`src/common/decodePkg.sv`:
```
// Shared field widths, opcode and funct constants and control word types for the decode stage
package decodePkg;

    // Instruction word and field widths
    localparam int InstrWidth  = 32;
    localparam int OpcodeWidth = 7;
    localparam int Funct3Width = 3;
    localparam int Funct7Width = 7;
    localparam int ByteEnWidth = InstrWidth / 8;

    // Major opcodes of the base integer set
    typedef enum logic [OpcodeWidth-1:0] {
        opReg    = 7'b0110011,
        opImm    = 7'b0010011,
        opLoad   = 7'b0000011,
        opStore  = 7'b0100011,
        opLui    = 7'b0110111,
        opAuipc  = 7'b0010111,
        opJal    = 7'b1101111,
        opJalr   = 7'b1100111,
        opBranch = 7'b1100011
    } opcodeKind;

    // The only two legal funct7 patterns
    localparam logic [Funct7Width-1:0] funct7Base = 7'b0000000;
    localparam logic [Funct7Width-1:0] funct7Alt  = 7'b0100000;

    // Next PC source
    typedef enum logic [1:0] {
        pcPlus4,
        jumpRel,
        jumpReg,
        pcBranch
    } pcSel;

    // Condition evaluated by the branch unit
    typedef enum logic [2:0] {
        noBranch,
        beq,
        bne,
        blt,
        bge,
        bltu,
        bgeu
    } branchKind;

    typedef enum logic [2:0] {
        immI,
        immS,
        immB,
        immU,
        immJ,
        immShamt
    } immKind;

    // Value routed through the misc path
    typedef enum logic [1:0] {
        loadImm,
        pcPlusImm,
        linkPcPlus4,
        writeData
    } miscSel;

    typedef enum logic {
        srcRs2,
        srcImm
    } aluSrcKind;

    typedef enum logic [3:0] {
        add,
        sub,
        opOr,
        opAnd,
        opXor,
        sll,
        slt,
        sltu,
        srl,
        sra
    } aluOpKind;

    typedef enum logic {
        computeAlu,
        computeMisc
    } computeSel;

    typedef enum logic {
        fromCompute,
        fromMemory
    } resultSel;

    // Load data truncation and extension
    typedef enum logic [2:0] {
        noTrunc,
        truncByte,
        truncHalf,
        truncWord,
        truncByteU,
        truncHalfU
    } truncKind;

    // Full control word, 27 bits
    typedef struct packed {
        pcSel                   pcSrc;
        branchKind              branchCond;
        immKind                 immSrc;
        miscSel                 miscSrc;
        aluSrcKind              aluSrcB;
        aluOpKind               aluOp;
        computeSel              computeSrc;
        logic                   regWrite;
        logic                   memEn;
        logic                   memWriteEn;
        logic [ByteEnWidth-1:0] memByteEn;
        resultSel               resultSrc;
        truncKind               truncSrc;
    } controlWord;

    // Bubble and illegal instruction, writes nothing and never branches
    localparam controlWord bubbleWord = '0;

endpackage

```
`src/decoder/aluDecoder.sv`:
```
// Decodes register and immediate ALU instructions into a control word, used by instrDecoder
module aluDecoder
    import decodePkg::*;
(
    input  logic [Funct3Width-1:0] funct3,
    input  logic [Funct7Width-1:0] funct7,
    input  opcodeKind              opcode,
    output controlWord             ctrl
);

    logic     isImm;
    logic     legal;
    aluOpKind op;
    immKind   imm;

    assign isImm = (opcode == opImm);

    always_comb begin
        legal = 1'b1;
        op    = add;
        imm   = immI;
        if (!isImm) begin
            // Register form, funct7 and funct3 together
            case ({funct7, funct3})
                {funct7Base, 3'b000}: op = add;
                {funct7Alt,  3'b000}: op = sub;
                {funct7Base, 3'b001}: op = sll;
                {funct7Base, 3'b010}: op = slt;
                {funct7Base, 3'b011}: op = sltu;
                {funct7Base, 3'b100}: op = opXor;
                {funct7Base, 3'b101}: op = srl;
                {funct7Alt,  3'b101}: op = sra;
                {funct7Base, 3'b110}: op = opOr;
                {funct7Base, 3'b111}: op = opAnd;
                default:              legal = 1'b0;
            endcase
        end else begin
            case (funct3)
                3'b000: op = add;
                3'b010: op = slt;
                3'b011: op = sltu;
                3'b100: op = opXor;
                3'b110: op = opOr;
                3'b111: op = opAnd;
                // Shift amount sits in the rs2 slot, funct7 still checked
                3'b001: begin
                    imm   = immShamt;
                    op    = sll;
                    legal = (funct7 == funct7Base);
                end
                3'b101: begin
                    imm = immShamt;
                    if (funct7 == funct7Base) begin
                        op = srl;
                    end else if (funct7 == funct7Alt) begin
                        op = sra;
                    end else begin
                        legal = 1'b0;
                    end
                end
                default: legal = 1'b0;
            endcase
        end
    end

    always_comb begin
        ctrl = bubbleWord;
        if (legal) begin
            ctrl.pcSrc      = pcPlus4;
            ctrl.aluOp      = op;
            ctrl.computeSrc = computeAlu;
            ctrl.resultSrc  = fromCompute;
            ctrl.regWrite   = 1'b1;
            if (isImm) begin
                ctrl.immSrc  = imm;
                ctrl.aluSrcB = srcImm;
            end else begin
                ctrl.aluSrcB = srcRs2;
            end
        end
    end

endmodule

```
`src/decoder/flowDecoder.sv`:
```
// Decodes upper immediates, jumps and conditional branches into a control word for instrDecoder
module flowDecoder
    import decodePkg::*;
(
    input  logic [Funct3Width-1:0] funct3,
    input  opcodeKind              opcode,
    output controlWord             ctrl
);

    always_comb begin
        ctrl = bubbleWord;
        case (opcode)
            opLui: begin
                ctrl.regWrite   = 1'b1;
                ctrl.immSrc     = immU;
                ctrl.miscSrc    = loadImm;
                ctrl.computeSrc = computeMisc;
            end
            opAuipc: begin
                ctrl.regWrite   = 1'b1;
                ctrl.immSrc     = immU;
                ctrl.miscSrc    = pcPlusImm;
                ctrl.computeSrc = computeMisc;
            end
            // Jumps write the return address to rd
            opJal: begin
                ctrl.regWrite   = 1'b1;
                ctrl.pcSrc      = jumpRel;
                ctrl.immSrc     = immJ;
                ctrl.miscSrc    = linkPcPlus4;
                ctrl.computeSrc = computeMisc;
            end
            opJalr: begin
                ctrl.regWrite   = 1'b1;
                ctrl.pcSrc      = jumpReg;
                ctrl.immSrc     = immI;
                ctrl.aluSrcB    = srcImm;
                ctrl.aluOp      = add;
                ctrl.miscSrc    = linkPcPlus4;
                ctrl.computeSrc = computeMisc;
            end
            default: begin
                // Conditional branch, rs1 minus rs2 feeds the compare
                ctrl.pcSrc   = pcBranch;
                ctrl.immSrc  = immB;
                ctrl.aluSrcB = srcRs2;
                ctrl.aluOp   = sub;
                case (funct3)
                    3'b000:  ctrl.branchCond = beq;
                    3'b001:  ctrl.branchCond = bne;
                    3'b100:  ctrl.branchCond = blt;
                    3'b101:  ctrl.branchCond = bge;
                    3'b110:  ctrl.branchCond = bltu;
                    3'b111:  ctrl.branchCond = bgeu;
                    default: ctrl = bubbleWord;
                endcase
            end
        endcase
    end

endmodule

```
`src/decoder/instrDecoder.sv`:
```
// Splits an instruction word into fields and picks the control word of the owning format decoder
module instrDecoder
    import decodePkg::*;
(
    input  logic [InstrWidth-1:0] instr,
    output controlWord            ctrl
);

    opcodeKind              opcode;
    logic [Funct3Width-1:0] funct3;
    logic [Funct7Width-1:0] funct7;

    controlWord aluCtrl;
    controlWord memCtrl;
    controlWord flowCtrl;

    // Fixed field positions of the base formats
    assign opcode = opcodeKind'(instr[OpcodeWidth-1:0]);
    assign funct3 = instr[14:12];
    assign funct7 = instr[InstrWidth-1 -: Funct7Width];

    aluDecoder aluDec_i (
        .funct3 (funct3),
        .funct7 (funct7),
        .opcode (opcode),
        .ctrl   (aluCtrl)
    );

    memDecoder memDec_i (
        .funct3 (funct3),
        .opcode (opcode),
        .ctrl   (memCtrl)
    );

    flowDecoder flowDec_i (
        .funct3 (funct3),
        .opcode (opcode),
        .ctrl   (flowCtrl)
    );

    // Opcode legality is decided here only
    always_comb begin
        case (opcode)
            opReg,
            opImm:    ctrl = aluCtrl;
            opLoad,
            opStore:  ctrl = memCtrl;
            opLui,
            opAuipc,
            opJal,
            opJalr,
            opBranch: ctrl = flowCtrl;
            default:  ctrl = bubbleWord;
        endcase
    end

endmodule

```
`src/decoder/memDecoder.sv`:
```
// Decodes load and store instructions into a control word, used by instrDecoder
module memDecoder
    import decodePkg::*;
(
    input  logic [Funct3Width-1:0] funct3,
    input  opcodeKind              opcode,
    output controlWord             ctrl
);

    logic isStore;

    assign isStore = (opcode == opStore);

    always_comb begin
        ctrl = bubbleWord;
        if (isStore) begin
            // Address is rs1 plus the split S immediate
            ctrl.memEn      = 1'b1;
            ctrl.memWriteEn = 1'b1;
            ctrl.immSrc     = immS;
            ctrl.miscSrc    = writeData;
            ctrl.aluSrcB    = srcImm;
            ctrl.aluOp      = add;
            case (funct3)
                3'b000:  ctrl.memByteEn = 4'b0001;
                3'b001:  ctrl.memByteEn = 4'b0011;
                3'b010:  ctrl.memByteEn = 4'b1111;
                default: ctrl = bubbleWord;
            endcase
        end else begin
            ctrl.regWrite  = 1'b1;
            ctrl.memEn     = 1'b1;
            ctrl.immSrc    = immI;
            ctrl.aluSrcB   = srcImm;
            ctrl.aluOp     = add;
            ctrl.resultSrc = fromMemory;
            // Width and sign of the loaded value
            case (funct3)
                3'b000:  ctrl.truncSrc = truncByte;
                3'b001:  ctrl.truncSrc = truncHalf;
                3'b010:  ctrl.truncSrc = truncWord;
                3'b100:  ctrl.truncSrc = truncByteU;
                3'b101:  ctrl.truncSrc = truncHalfU;
                default: ctrl = bubbleWord;
            endcase
        end
    end

endmodule

```
`src/logic/decodeStage.sv`:
```
// Decode stage top level, registers the decoded control word one cycle after the instruction
module decodeStage
    import decodePkg::*;
(
    input  logic                   clk,
    input  logic                   reset,
    input  logic [InstrWidth-1:0]  instr,
    input  logic                   instrValid,
    output logic                   ctrlValid,
    output pcSel                   pcSrc,
    output branchKind              branchCond,
    output immKind                 immSrc,
    output miscSel                 miscSrc,
    output aluSrcKind              aluSrcB,
    output aluOpKind               aluOp,
    output computeSel              computeSrc,
    output resultSel               resultSrc,
    output truncKind               truncSrc,
    output logic                   regWrite,
    output logic                   memEn,
    output logic                   memWriteEn,
    output logic [ByteEnWidth-1:0] memByteEn
);

    controlWord decoded;
    controlWord ctrlReg;

    instrDecoder instrDec_i (
        .instr (instr),
        .ctrl  (decoded)
    );

    // A bubble loads the zero word so nothing stale reaches execute
    always_ff @(posedge clk) begin
        if (reset || !instrValid) begin
            ctrlReg   <= bubbleWord;
            ctrlValid <= 1'b0;
        end else begin
            ctrlReg   <= decoded;
            ctrlValid <= 1'b1;
        end
    end

    assign pcSrc      = ctrlReg.pcSrc;
    assign branchCond = ctrlReg.branchCond;
    assign immSrc     = ctrlReg.immSrc;
    assign miscSrc    = ctrlReg.miscSrc;
    assign aluSrcB    = ctrlReg.aluSrcB;
    assign aluOp      = ctrlReg.aluOp;
    assign computeSrc = ctrlReg.computeSrc;
    assign resultSrc  = ctrlReg.resultSrc;
    assign truncSrc   = ctrlReg.truncSrc;
    assign regWrite   = ctrlReg.regWrite;
    assign memEn      = ctrlReg.memEn;
    assign memWriteEn = ctrlReg.memWriteEn;
    assign memByteEn  = ctrlReg.memByteEn;

    // A write always enables the memory port
    memWriteNeedsEn: assert property (@(posedge clk) disable iff (reset)
        memWriteEn |-> memEn);

    // Byte lanes only matter for stores
    byteEnOnlyOnWrite: assert property (@(posedge clk) disable iff (reset)
        (memByteEn != '0) |-> memWriteEn);

    // Register writers and the store path never claim the same instruction
    noRegWriteOnStore: assert property (@(posedge clk) disable iff (reset)
        !(regWrite && memWriteEn));

endmodule
```
`config.mk`:
```
export PLATFORM = sky130hd
export DESIGN_NAME = decodeStage
export DESIGN_NICKNAME = d
export VERILOG_FILES = /design/src/common/decodePkg.sv /design/src/decoder/aluDecoder.sv /design/src/decoder/flowDecoder.sv /design/src/decoder/instrDecoder.sv /design/src/decoder/memDecoder.sv /design/src/logic/decodeStage.sv
export SDC_FILE = /design/constraint.sdc
export NUM_CORES = 1
export LEC_CHECK = 0
export BUFFER_PORTS_ARGS = -buffer_cell sky130_fd_sc_hd__buf_2
export CAP_MARGIN = 20
export CORE_AREA = 2 2 57 59
export CTS_BUF_LIST = sky130_fd_sc_hd__clkbuf_16
export CTS_CLUSTER_DIAMETER = 200
export DETAILED_ROUTE_END_ITERATION = 8
export DIE_AREA = 0 0 59 61
export PLACE_DENSITY = 0.68
export SYNTH_ARGS = -nofsm -noshare
export SYNTH_HDL_FRONTEND = slang
export SYNTH_SLANG_ARGS = --single-unit
```
`constraint.sdc`:
```
create_clock -name clk -period 4.37 [get_ports clk]
set_input_delay 0.874 -clock clk [delete_from_list [all_inputs] [get_ports clk]]
set_output_delay 0.874 -clock clk [all_outputs]
set_load 0.02 [all_outputs]
```
### Word level (Yosys, flattened, before mapping)

Cells that the tools add are included.

| operators by class | value |
|---|---|
| equal/unequal tests | 26 |
| mux-type cells | 31 |
| reduce and logical (&&, ||, !) cells | 16 |

Operators with widths:

| operator | count |
|---|---|
| case mux 27 bit (3 select lines) | 1 |
| equality test 10 x 3 -> 1 bit, second input constant | 4 |
| case mux 4 bit (9 select lines) | 1 |
| case mux 4 bit (8 select lines) | 1 |
| equality test 7 x 6 -> 1 bit, second input constant | 4 |
| two-way mux 27 bit | 1 |
| equality test 7 bit, second input constant | 3 |
| two-way mux 21 bit | 1 |
| equality test 10 x 2 -> 1 bit, second input constant | 2 |
| equality test 10 x 9 -> 1 bit, second input constant | 2 |
| case mux 5 bit (4 select lines) | 1 |
| case mux 3 bit (6 select lines) | 1 |
| case mux 3 bit (5 select lines) | 1 |
| equality test 7 x 5 -> 1 bit, second input constant | 2 |
| two-way mux 14 bit | 1 |
| equality test 3 bit, second input constant | 4 |
| two-way mux 12 bit | 1 |
| two-way mux 3 bit | 4 |
| two-way mux 4 bit | 3 |
| case mux 4 bit (3 select lines) | 1 |
| equality test 10 x 1 -> 1 bit, second input constant | 1 |
| zero test 10 bit | 1 |
| two-way mux 10 bit | 1 |
| case mux 5 bit (2 select lines) | 1 |
| 18 further kinds | 30 |

| word-level totals | value |
|---|---|
| register bits after elaboration | 28 |
| input port bits | 35 |
| output and inout port bits | 28 |
| logic and storage cells | 87 |

### Depth between registers and ports, before layout

Gate-level depths: netlist of the first run.

| depth | value |
|---|---|
| depth in word-level cells | 7 |
| gate-level depth with buffers | 7 |
| gate-level depth less buffers | 6 |

### Hierarchy

A second synthesis of the first run with hierarchy kept.

| second synthesis, totals | value |
|---|---|
| cell total of the unflattened synthesis | 264 |
| area, all modules | 2,556.2 sq um |

By module, submodules not included:

| module | times used | cells an instance | area an instance (sq um) | seq. area each (sq um) |
|---|---|---|---|---|
| decodeStage | 1 | 60 | 840.8 | 560.5 |
| instrDecoder | 1 | 69 | 772.0 | 0.0 |
| aluDecoder | 1 | 53 | 350.3 | 0.0 |
| flowDecoder | 1 | 45 | 309.0 | 0.0 |
| memDecoder | 1 | 37 | 284.0 | 0.0 |

### Worst setup path after synthesis of the first run

Ideal clock, no wire load.

| timing | value |
|---|---|
| kind | input -> register |
| from | input port instr[2] |
| to | register ctrlReg (netlist bit aluOp[0]) |
| library setup time | 0.138 ns |
| arrival | 1.962 ns |
| data required time | 4.232 ns |
| slack | 2.270 ns |
| stages on the path | 6 |
| path buffers | 0 |
| path through | nand4bb_4 > or3_2 > a32oi_1 > o22ai_1 > nand2_1 > a21oi_1 |

| on the way | value |
|---|---|
| longest elaborated chain between the ends | 4 |
| elaborated cells between the ends (all ways) | 19 |
| classes of those cells | 9 x eq/ne; 6 x mux; 4 x reduce/logical |

Ends and longest elaborated chain:

| what | RTL line | text |
|---|---|---|
| start, declared | decodeStage.sv:7 | `input logic [InstrWidth-1:0] instr,` |
| equality test 7 x 6 -> 1 bit, or another cell as far along | flowDecoder.sv:12, instrDecoder.sv:43 |  |
| OR reduction 3 bit (no line), or another cell as far along | n/a |  |
| case mux 5 bit (2 select lines) / two-way mux 7 bit (equally long branches) | flowDecoder.sv:12, aluDecoder.sv:68 |  |
| case mux 27 bit (3 select lines) (*) | instrDecoder.sv:43 | `case (opcode)` |
| end signal, assigned | decodeStage.sv:36 | `ctrlReg <= bubbleWord;` |
| end signal, assigned | decodeStage.sv:39 | `ctrlReg <= decoded;` |
| end, declared | decodeStage.sv:26 | `controlWord ctrlReg;` |

Every way passes the cells marked *; elsewhere a longest branch is shown, timed or not.
A chain may end at the register's enable or synchronous reset.

### Worst setup path in the final report of the first run

| timing | value |
|---|---|
| from | input port instr[6] |
| to | register ctrlReg (netlist bit branchCond[2]) |

| on the way | value |
|---|---|
| longest elaborated chain between the ends | 4 |
| elaborated cells between the ends (all ways) | 15 |
| classes of those cells | 9 x eq/ne; 2 x mux; 4 x reduce/logical |

Ends and longest elaborated chain:

| what | RTL line | text |
|---|---|---|
| equality test 7 x 6 -> 1 bit, or another cell as far along | flowDecoder.sv:12, instrDecoder.sv:43 |  |
| OR reduction 4 bit (no line) | n/a |  |
| two-way mux 3 bit | flowDecoder.sv:12 | `case (opcode)` |
| case mux 27 bit (3 select lines) (*) | instrDecoder.sv:43 |  |

Marks and branches as above.

==> flow_summary_export.csv, run 1 <==
group,metric,value,unit
min_path,hold_class,"input pin to flip-flop",
global_routing,antenna_found_initial,0,
routing,vias_per_cell,5.239,
sta,fmax,464.4,MHz
final_layout,seqCellArea,540.5,sq um
synthesis,synth_flop_cell,"dfxtp_1",
die,rows,20,
critical_path,critical_path.slowest_cell,"nor3_1",
sta,drv_slew,0,
die,core,2953,sq um
synthesis,syn_area,1112,sq um
place,place_hpwl,1905,microns
final_layout,final_common_cell,"buf_2",
min_path,holdPathStages,2,
synthesis,synth-edff-count,0,
sta,fin_tns_setup,0,ns
final_layout,layout_common_cells,"buf_2 (47), dfxtp_1 (27), nor2_1 (12), nand2_1 (12), a21oi_1 (8)",
routing,drc,0,
final_layout,fin_nets,204,
power_and_ir_drop,p_per_area,343.9,nW/um^2
critical_path,cp-start-kind,"input pin",
sta,min_period_over_period,49.28,%
clock_network,clk_pin_slew,0.06,ns
final_layout,syn_to_final_growth,28.23,%
synthesis,synth-adder-area-share,0,%
clock_network,cts_buffers,3,
critical_path,crit_chain,"buf_2 > nand2b_1 > nor2_1 > nand4_1 > nand2_1 > o21ai_0 > nor3_1",
power_and_ir_drop,ir_drop,120.6,uV
critical_path,crit_type,"input pin to flip-flop",
critical_path,setup.worst_path.start,"instr[6]",
job,max-cap-violations,0,
routing,dr.pass1.iters,4,
synthesis,synthArstFlopShare,0,%
place,place.gp.congestion,0.8560,
critical_path,required,4.54,ns
synthesis,yosysWarnings,0,
synthesis,synth.avg_cell_area,9.043,sq um
die,die_w,59,microns
synthesis,synth_top_family_by_area,"simple AND/OR/NAND/NOR gates",
synthesis,synth-simple-area-share,29.58,%
synthesis,synth_seq_cells,27,
clock_network,cts_tree,"done",
min_path,holdCritStartpoint,"reset",
final_layout,antenna_cells,0,
routing,drt_iter0_drc,29,
clock_network,cts_buffer_depth,2,
sta,period_needed,2.153,ns
global_routing,track_usage,14.93,%
min_path,holdPathEnd,"ctrlValid$_DFF_P_",
final_layout,multi_input_area,518.0,sq um
critical_path,crit_path_end_kind,"flip-flop",
synthesis,synthMuxAreaShare,0,%
synthesis,syn_nets,158,
sta,relSlewSlack,59.16,%
synthesis,synth_cells,123,
place,numPortBuffers,47,
routing,routed_wl,2568,microns
global_routing,grt_pass1_wl,4098,microns
outcome,status,"finished, final reports clean",
sta,holdWs,0.9157,ns
clock_network,clock-sinks,27,
die,die_area,3599,sq um
routing,wl_per_cell,12.78,microns
global_routing,gr-total-overflow,0,
clock_network,cts_setup_buffers,0,
synthesis,yosysUniqueCellTypes,35,
synthesis,synth-compound-area-share,13.84,%
synthesis,synth-xor-area-share,3.150,%
clock_network,post_cts_resized,0,
die,ios,63,
power_and_ir_drop,total_leakage_power,0.6562,nW
die,start_util,37.67,%
clock_network,htreeDepth,1,
sta,setup_viol,0,
critical_path,critPathMaxStageDelay,0.28,ns
sta,rsz0062_at_grt,"no",
critical_path,crit_fanout,6,
final_layout,drive_gt1_share,35.12,%
clock_network,cts-root-buf,"clkbuf_16",
routing,num_vias,1053,
sta,hold_violations,0,
final_layout,fillCellCount,304,
global_routing,grt_max_degree,16,
routing,antenna_left,0,
synthesis,yosysSeqAreaShare,48.59,%
clock_network,hold_buffers,0,
global_routing,grt_pass1_vias,954,
die,die_h,61,microns
sta,tightestPinTransition,0.6079,ns
critical_path,worstPathArrival,2.32,ns
how the worst max path moves through the flow:
stage | end | slack [ns]
floorplan | aluOp[0]$_SDFF_PN0_ | 2.27
global placement | branchCond[2]$_SDFF_PN0_ | 2.05
detailed placement | branchCond[2]$_SDFF_PN0_ | 2.02
CTS | branchCond[2]$_SDFF_PN0_ | 2.28
global route | aluOp[1]$_SDFF_PN0_ | 2.05
finish | branchCond[2]$_SDFF_PN0_ | 2.22
stage by stage:
step                      cells  utilization, %  total power [mW]  area (sq um)  worst slack (ns)
after floorplan             123               -            0.2779          1112             2.270
after global placement      197           45.59            0.2910          1346             2.055
after detailed placement    197           45.59            0.2919          1346             2.021
after CTS                   201           48.31            0.4936          1426             2.284
after global routing        201           48.31            0.5079          1426             2.050
final                       201           48.31            0.4905          1426             2.217
worst max-delay path: cells and delay by family:
kind                   cells  cell delay (ns)
buffers and inverters      1             0.13
AND/OR/NAND/NOR            5             1.09
AO/OA/AOI/OAI              1             0.24
metal layers:
layer  vias to the layer above  track usage, %  share of wire (%)
li1                        524               -                  -
met1                       476           17.99                 44
met2                        46           26.51                 49
met3                         7           1.066                5.4
met4                         0           8.117                2.3
met5                         -               0                  0
flip-flops by register name, indices dropped and copies added (netlist names):
signal,count
aluOp,4
aluSrcB,1
resultSrc,1
memByteEn,3
miscSrc,2
memWriteEn,1
pcSrc,2
truncSrc,3
computeSrc,1
regWrite,1
ctrlValid,1
memEn,1
immSrc,3
branchCond,3
power breakdown:
group | internal, mW | leakage [nW] | switching, mW
clock network | 0.123 | 0.0409 | 0.0798
logic | 0.0160 | 0.398 | 0.0245
registers | 0.247 | 0.218 | 0.000163
synth_stat cells (all sizes together), types with 3 or more instances:
cell type	number	area share [%]
dfxtp	27	49
a21oi	10	5.2
nand2b	3	2.4
buf	4	3.1
nor4	5	2.8
nand4	3	1.7
nand2	12	4.0
inv	3	1.0
xor2	3	2.4
nor2	12	4.0
nor2b	3	1.7
a211oi	3	2.0
nor3	7	3.1
and3	3	1.7
o21ai	6	2.7
logic make-up after synthesis:
kind of cell	count (synthesis)
AO/OA/AOI/OAI	25
XOR/XNOR	4
buffers and inverters	9
flip-flops	27
AND/OR/NAND/NOR	58
final cells by class:
cell class                 count  area share (%)
clock inverter                 1          0.3509
timing repair buffer          47           16.49
sequential                    27           37.89
clock buffer                   3           5.263
inverter                       3          0.7895
tap                           33           2.895
multi-input combinational     87           36.32
(Power assumes the default switching activity.)
==> run 2, diff against run 1 <==
--- a/config.mk
+++ b/config.mk
@@ -7,11 +7,11 @@
 export LEC_CHECK = 0
 export BUFFER_PORTS_ARGS = -buffer_cell sky130_fd_sc_hd__buf_2
 export CAP_MARGIN = 20
-export CORE_AREA = 2 2 57 59
+export CORE_AREA = 2 2 58 60
 export CTS_BUF_LIST = sky130_fd_sc_hd__clkbuf_16
 export CTS_CLUSTER_DIAMETER = 200
 export DETAILED_ROUTE_END_ITERATION = 8
-export DIE_AREA = 0 0 59 61
+export DIE_AREA = 0 0 60 62
 export PLACE_DENSITY = 0.68
 export SYNTH_ARGS = -nofsm -noshare
 export SYNTH_HDL_FRONTEND = slang
==> constraint.sdc (replaced) <==
create_clock -name clk -period 1.8 [get_ports clk]
set_input_delay 0.36 -clock clk [delete_from_list [all_inputs] [get_ports clk]]
set_output_delay 0.36 -clock clk [all_outputs]
set_load 0.02 [all_outputs]
==> run 2 against run 1 <==
Sequential power is 140% higher. Critical path depth stayed put. Sequential share of layout area is 2.4 points lower. Global-route usage is 0.56 points lower. First-iteration DRC count is 17% lower. Sequential cell count stayed put. Total power is 140% higher. Utilization is 0.37 points lower. Clock power is 140% higher. Hold slack worse by 0.50 ns.
==> flow_summary_export.csv, run 2 (same netlist as run 1, synthesis figures left out) <==
group,metric,value,unit
global_routing,gr-total-overflow,0,
critical_path,required,1.98,ns
sta,setup_slack,0.2803,ns
routing,drt_iter0_drc,24,
critical_path,cp_common_cell,"nand2_1",
routing,antenna_left,0,
critical_path,critPathMaxStageDelay,0.26,ns
routing,drc,0,
sta,tightestPinTransition,0.5525,ns
final_layout,largest_reg_flops,4,
critical_path,crit_fanout,4,
place,numPortBuffers,47,
final_layout,fin_util,47.93,%
global_routing,grt_pass1_vias,956,
place,dp_slack,0.01062,ns
final_layout,seqCellArea,540.5,sq um
clock_network,clk_pin_slew,0.06,ns
final_layout,syn_to_final_growth,37.01,%
place,place.gp.congestion,0.8683,
power_and_ir_drop,p_per_area,777.0,nW/um^2
critical_path,path_delay_family,"simple AND/OR/NAND/NOR gates",
job,max-cap-violations,0,
sta,drv_slew,0,
place,postPlaceCellArea,1445,sq um
final_layout,fin_nets,215,
die,core,3179,sq um
sta,hold_violations,0,
die,rows,21,
clock_network,cts-root-buf,"clkbuf_16",
critical_path,worstPathArrival,1.70,ns
critical_path,crit_type,"input pin to flip-flop",
final_layout,layout_common_cells,"buf_2 (47), dfxtp_1 (27), nor2_1 (12), nand2_1 (12), buf_4 (11)",
clock_network,cts_buffer_depth,2,
final_layout,multi_input_area,518.0,sq um
final_layout,fillCellCount,308,
global_routing,track_usage,14.37,%
critical_path,cp-start-kind,"input pin",
routing,num_vias,1059,
sta,fmax,658.0,MHz
routing,wl_per_cell,11.50,microns
outcome,status,"finished, final reports clean",
global_routing,grt_max_degree,15,
clock_network,cts_tree,"done",
clock_network,cts_buffers,3,
clock_network,hold_buffers,0,
clock_network,htreeDepth,1,
sta,setup_viol,0,
routing,routed_wl,2588,microns
die,start_util,34.99,%
min_path,hold_class,"input pin to flip-flop",
routing,dr.pass1.iters,4,
sta,relSlewSlack,62.77,%
routing,vias_per_cell,4.707,
clock_network,cts_setup_buffers,0,
critical_path,crit_buf_inv,1,
die,die_w,60,microns
place,place_hpwl,2058,microns
critical_path,critical_path.slowest_cell,"nor4_1",
sta,period_needed,1.520,ns
clock_network,post_cts_resized,0,
die,die_h,62,microns
sta,fin_tns_setup,0,ns
die,ios,63,
global_routing,grt_pass1_wl,3953,microns
power_and_ir_drop,ir_drop,378.5,uV
power_and_ir_drop,total_leakage_power,0.7083,nW
critical_path,crit_path_end_kind,"flip-flop",
final_layout,antenna_cells,0,
clock_network,clock-sinks,27,
critical_path,crit_chain,"buf_2 > nor4_1 > nand2_1 > o21ai_0 > a22o_1 > nand2_1 > nor3_1",
final_layout,drive_gt1_share,38.55,%
die,die_area,3720,sq um
sta,min_period_over_period,84.43,%
final_layout,finish.instance_area,1524,sq um
sta,rsz0062_at_grt,"no",
global_routing,antenna_found_initial,0,
final_layout,final_common_cell,"buf_2",
## run 2: cell types whose count changed in the layout (fill, tap and decap cells not counted), sizes merged
| cell | delta |
|---|---|
| clkinv | -1 |
| buf | +11 |
| inv | +1 |
## run 2: per-stage QoR
step	hold WS [ns]	total power [mW]	instances
floorplan	0.5336	0.6747	123
global placement	0.6771	0.7132	221
detailed placement	0.6842	0.7161	221
CTS	0.4128	1.201	225
global route	0.4222	1.228	225
finish	0.4155	1.184	225
## run 2: routing by layer
metal	routed length, microns	GRT usage [%]	share of wire (%)	vias up
li1	-	-	-	546
met1	1107	16.31	43	476
met2	1292	25.16	50	30
met3	106	2.484	4.1	7
met4	81	8.889	3.1	0
met5	0	0	0	-
## run 2: layout make-up
cell class	count	area share [%]
repair buffers	58	20.85
multi-input cells	87	33.99
flip-flops and latches	27	35.47
inverters	3	0.7389
well taps	46	3.777
clock buffers	3	4.926
clock inverters	1	0.2463
## run 2: report_power, final
part	switching, mW	internal (mW)
Sequential	0.000379	0.599
Combinational	0.0605	0.0434
Clock	0.184	0.297
## run 2: path summary, 6_finish.rpt
path | startpoint | end | slack (ns) | depth (start not counted)
worst max-delay path | instr[25] | aluOp[2]$_SDFF_PN0_ | 0.28 | 7
worst min-delay path | instr[3] | pcSrc[0]$_SDFF_PN0_ | 0.42 | 3
==> run 3, diff against run 2 <==
==> constraint.sdc (replaced) <==
create_clock -name clk -period 1.35 [get_ports clk]
set_input_delay 0.27 -clock clk [delete_from_list [all_inputs] [get_ports clk]]
set_output_delay 0.27 -clock clk [all_outputs]
set_load 0.02 [all_outputs]
==> run 3 against run 2 <==
Clock-buffer cell count stayed put. Critical path type unchanged. Sequential power up 33%. Critical endpoint is now aluOp[0]$_SDFF_PN0_. Non-clock buffer count rose by 26. Via count grew 13%. Hold slack worse by 0.099 ns.
==> flow_summary_export.csv, run 3 (same netlist as run 1, synthesis figures left out) <==
group,metric,value,unit
outcome,status,"finished, final reports clean",
sta,hold_violations,0,
sta,tightestPinTransition,0.4022,ns
die,start_util,34.99,%
sta,fmax,751.4,MHz
die,die_h,62,microns
sta,relSlewSlack,73.00,%
place,place.gp.congestion,0.9089,
critical_path,path_depth,7,
routing,dr.pass1.iters,4,
routing,routed_wl,3143,microns
routing,drc,0,
power_and_ir_drop,total_leakage_power,0.8553,nW
final_layout,largest_reg_flops,4,
sta,min_period_over_period,98.58,%
clock_network,htreeDepth,1,
critical_path,setup.worst_path.start,"instr[3]",
final_layout,fillCellCount,275,
final_layout,seqCellArea,540.5,sq um
final_layout,fin_nets,241,
final_layout,antenna_cells,0,
clock_network,cts_buffers,3,
critical_path,critPathMaxStageDelay,0.42,ns
clock_network,clock-sinks,27,
global_routing,gr-total-overflow,0,
critical_path,critical_path.slowest_cell,"or3_4",
routing,vias_per_cell,4.753,
final_layout,layout_common_cells,"buf_2 (45), buf_4 (36), dfxtp_1 (27)",
sta,drv_slew,0,
critical_path,path_delay_family,"simple AND/OR/NAND/NOR gates",
critical_path,worstPathArrival,1.48,ns
final_layout,drive_gt1_share,52.20,%
final_layout,final_common_cell,"buf_2",
critical_path,cp-start-kind,"input pin",
global_routing,grt_pass1_wl,4567,microns
place,place_hpwl,2334,microns
job,max-cap-violations,0,
die,rows,21,
critical_path,crit_chain,"buf_6 > nand4bb_4 > or3_4 > a32oi_2 > o22ai_1 > nand2_1 > a21oi_1",
critical_path,crit_path_end,"aluOp[0]$_SDFF_PN0_",
final_layout,multi_input_area,589.3,sq um
final_layout,finish.instance_area,1808,sq um
global_routing,grt_max_degree,16,
global_routing,track_usage,16.75,%
min_path,hold_class,"input pin to flip-flop",
routing,wl_per_cell,12.52,microns
clock_network,cts_tree,"done",
die,die_w,60,microns
sta,setup_viol,0,
power_and_ir_drop,p_per_area,924.8,nW/um^2
place,postPlaceCellArea,1634,sq um
routing,drt_iter0_drc,42,
final_layout,syn_to_final_growth,62.54,%
sta,holdWs,0.3170,ns
die,core,3179,sq um
power_and_ir_drop,ir_drop,445.7,uV
routing,num_vias,1193,
min_path,holdCritStartpoint,"reset",
critical_path,required,1.50,ns
sta,rsz0062_at_grt,"yes",
die,ios,63,
power_and_ir_drop,finalPower,1.672,mW
global_routing,grt_pass1_vias,1063,
sta,period_needed,1.331,ns
clock_network,hold_buffers,0,
critical_path,crit_path_end_kind,"flip-flop",
clock_network,cts-root-buf,"clkbuf_16",
die,die_area,3720,sq um
critical_path,crit_buf_inv,1,
routing,antenna_left,0,
clock_network,cts_buffer_depth,2,
place,numPortBuffers,47,
critical_path,crit_type,"input pin to flip-flop",
global_routing,antenna_found_initial,0,
critical_path,crit_fanout,6,
clock_network,clk_pin_slew,0.06,ns
[run 3: cell types whose count changed in the layout (fill, tap and decap cells not counted), sizes merged]
| cell | delta |
|---|---|
| clkinv | +1 |
| buf | +26 |
| inv | -1 |
[run 3: worst min-delay path by stage]
stage / to / slack (ns) / cells past startpoint
5_1_grt: branchCond[1]$_SDFF_PN0_ / 0.33 / 3
3_3_place_gp: branchCond[1]$_SDFF_PN0_ / 0.58 / 3
4_1_cts: branchCond[1]$_SDFF_PN0_ / 0.32 / 3
6_report: branchCond[1]$_SDFF_PN0_ / 0.32 / 3
3_5_place_dp: branchCond[1]$_SDFF_PN0_ / 0.59 / 3
2_1_floorplan: pcSrc[0]$_SDFF_PN0_ / 0.44 / 2
[run 3: layer usage]
layer	GRT usage, %	up-vias	part of all wire, %
li1	-	600	-
met4	9.841	0	2.3
met1	16.92	559	41
met5	0	-	0
met2	32.14	28	55
met3	2.899	6	2.5
[run 3: per-stage QoR]
step / setup TNS [ns] / cells / setup WS, ns / utilization (%)
4_1_cts: 0 / 249 / 0.0009324 / 53.92
2_1_floorplan: -0.1529 / 123 / -0.03984 / -
3_3_place_gp: -2.396 / 245 / -0.2246 / 51.40
6_report: 0 / 251 / 0.01916 / 56.87
3_5_place_dp: -3.359 / 245 / -0.3141 / 51.40
5_1_grt: -0.1667 / 251 / -0.05099 / 56.87
[run 3: power by group]
group	switching (mW)	internal, mW
Sequential	0.000576	0.799
Clock	0.263	0.399
Combinational	0.105	0.106
Total	0.368	1.30
[run 3: timing repair]
action                                  in CTS  in global routing
setup buffers                                0                  2
resized for setup                            1                 15
endpoints found under the setup margin       2                 10
pin swaps                                    2                  6
[run 3: cell type report]
| type | count | share of cell area, % |
|---|---|---|
| Multi-Input combinational cell | 87 | 32.60 |
| Sequential cell | 27 | 29.90 |
| Timing Repair Buffer | 84 | 29.27 |
| Clock buffer | 3 | 4.152 |
| Tap cell | 46 | 3.183 |
| Inverter | 3 | 0.6228 |
| Clock inverter | 1 | 0.2768 |
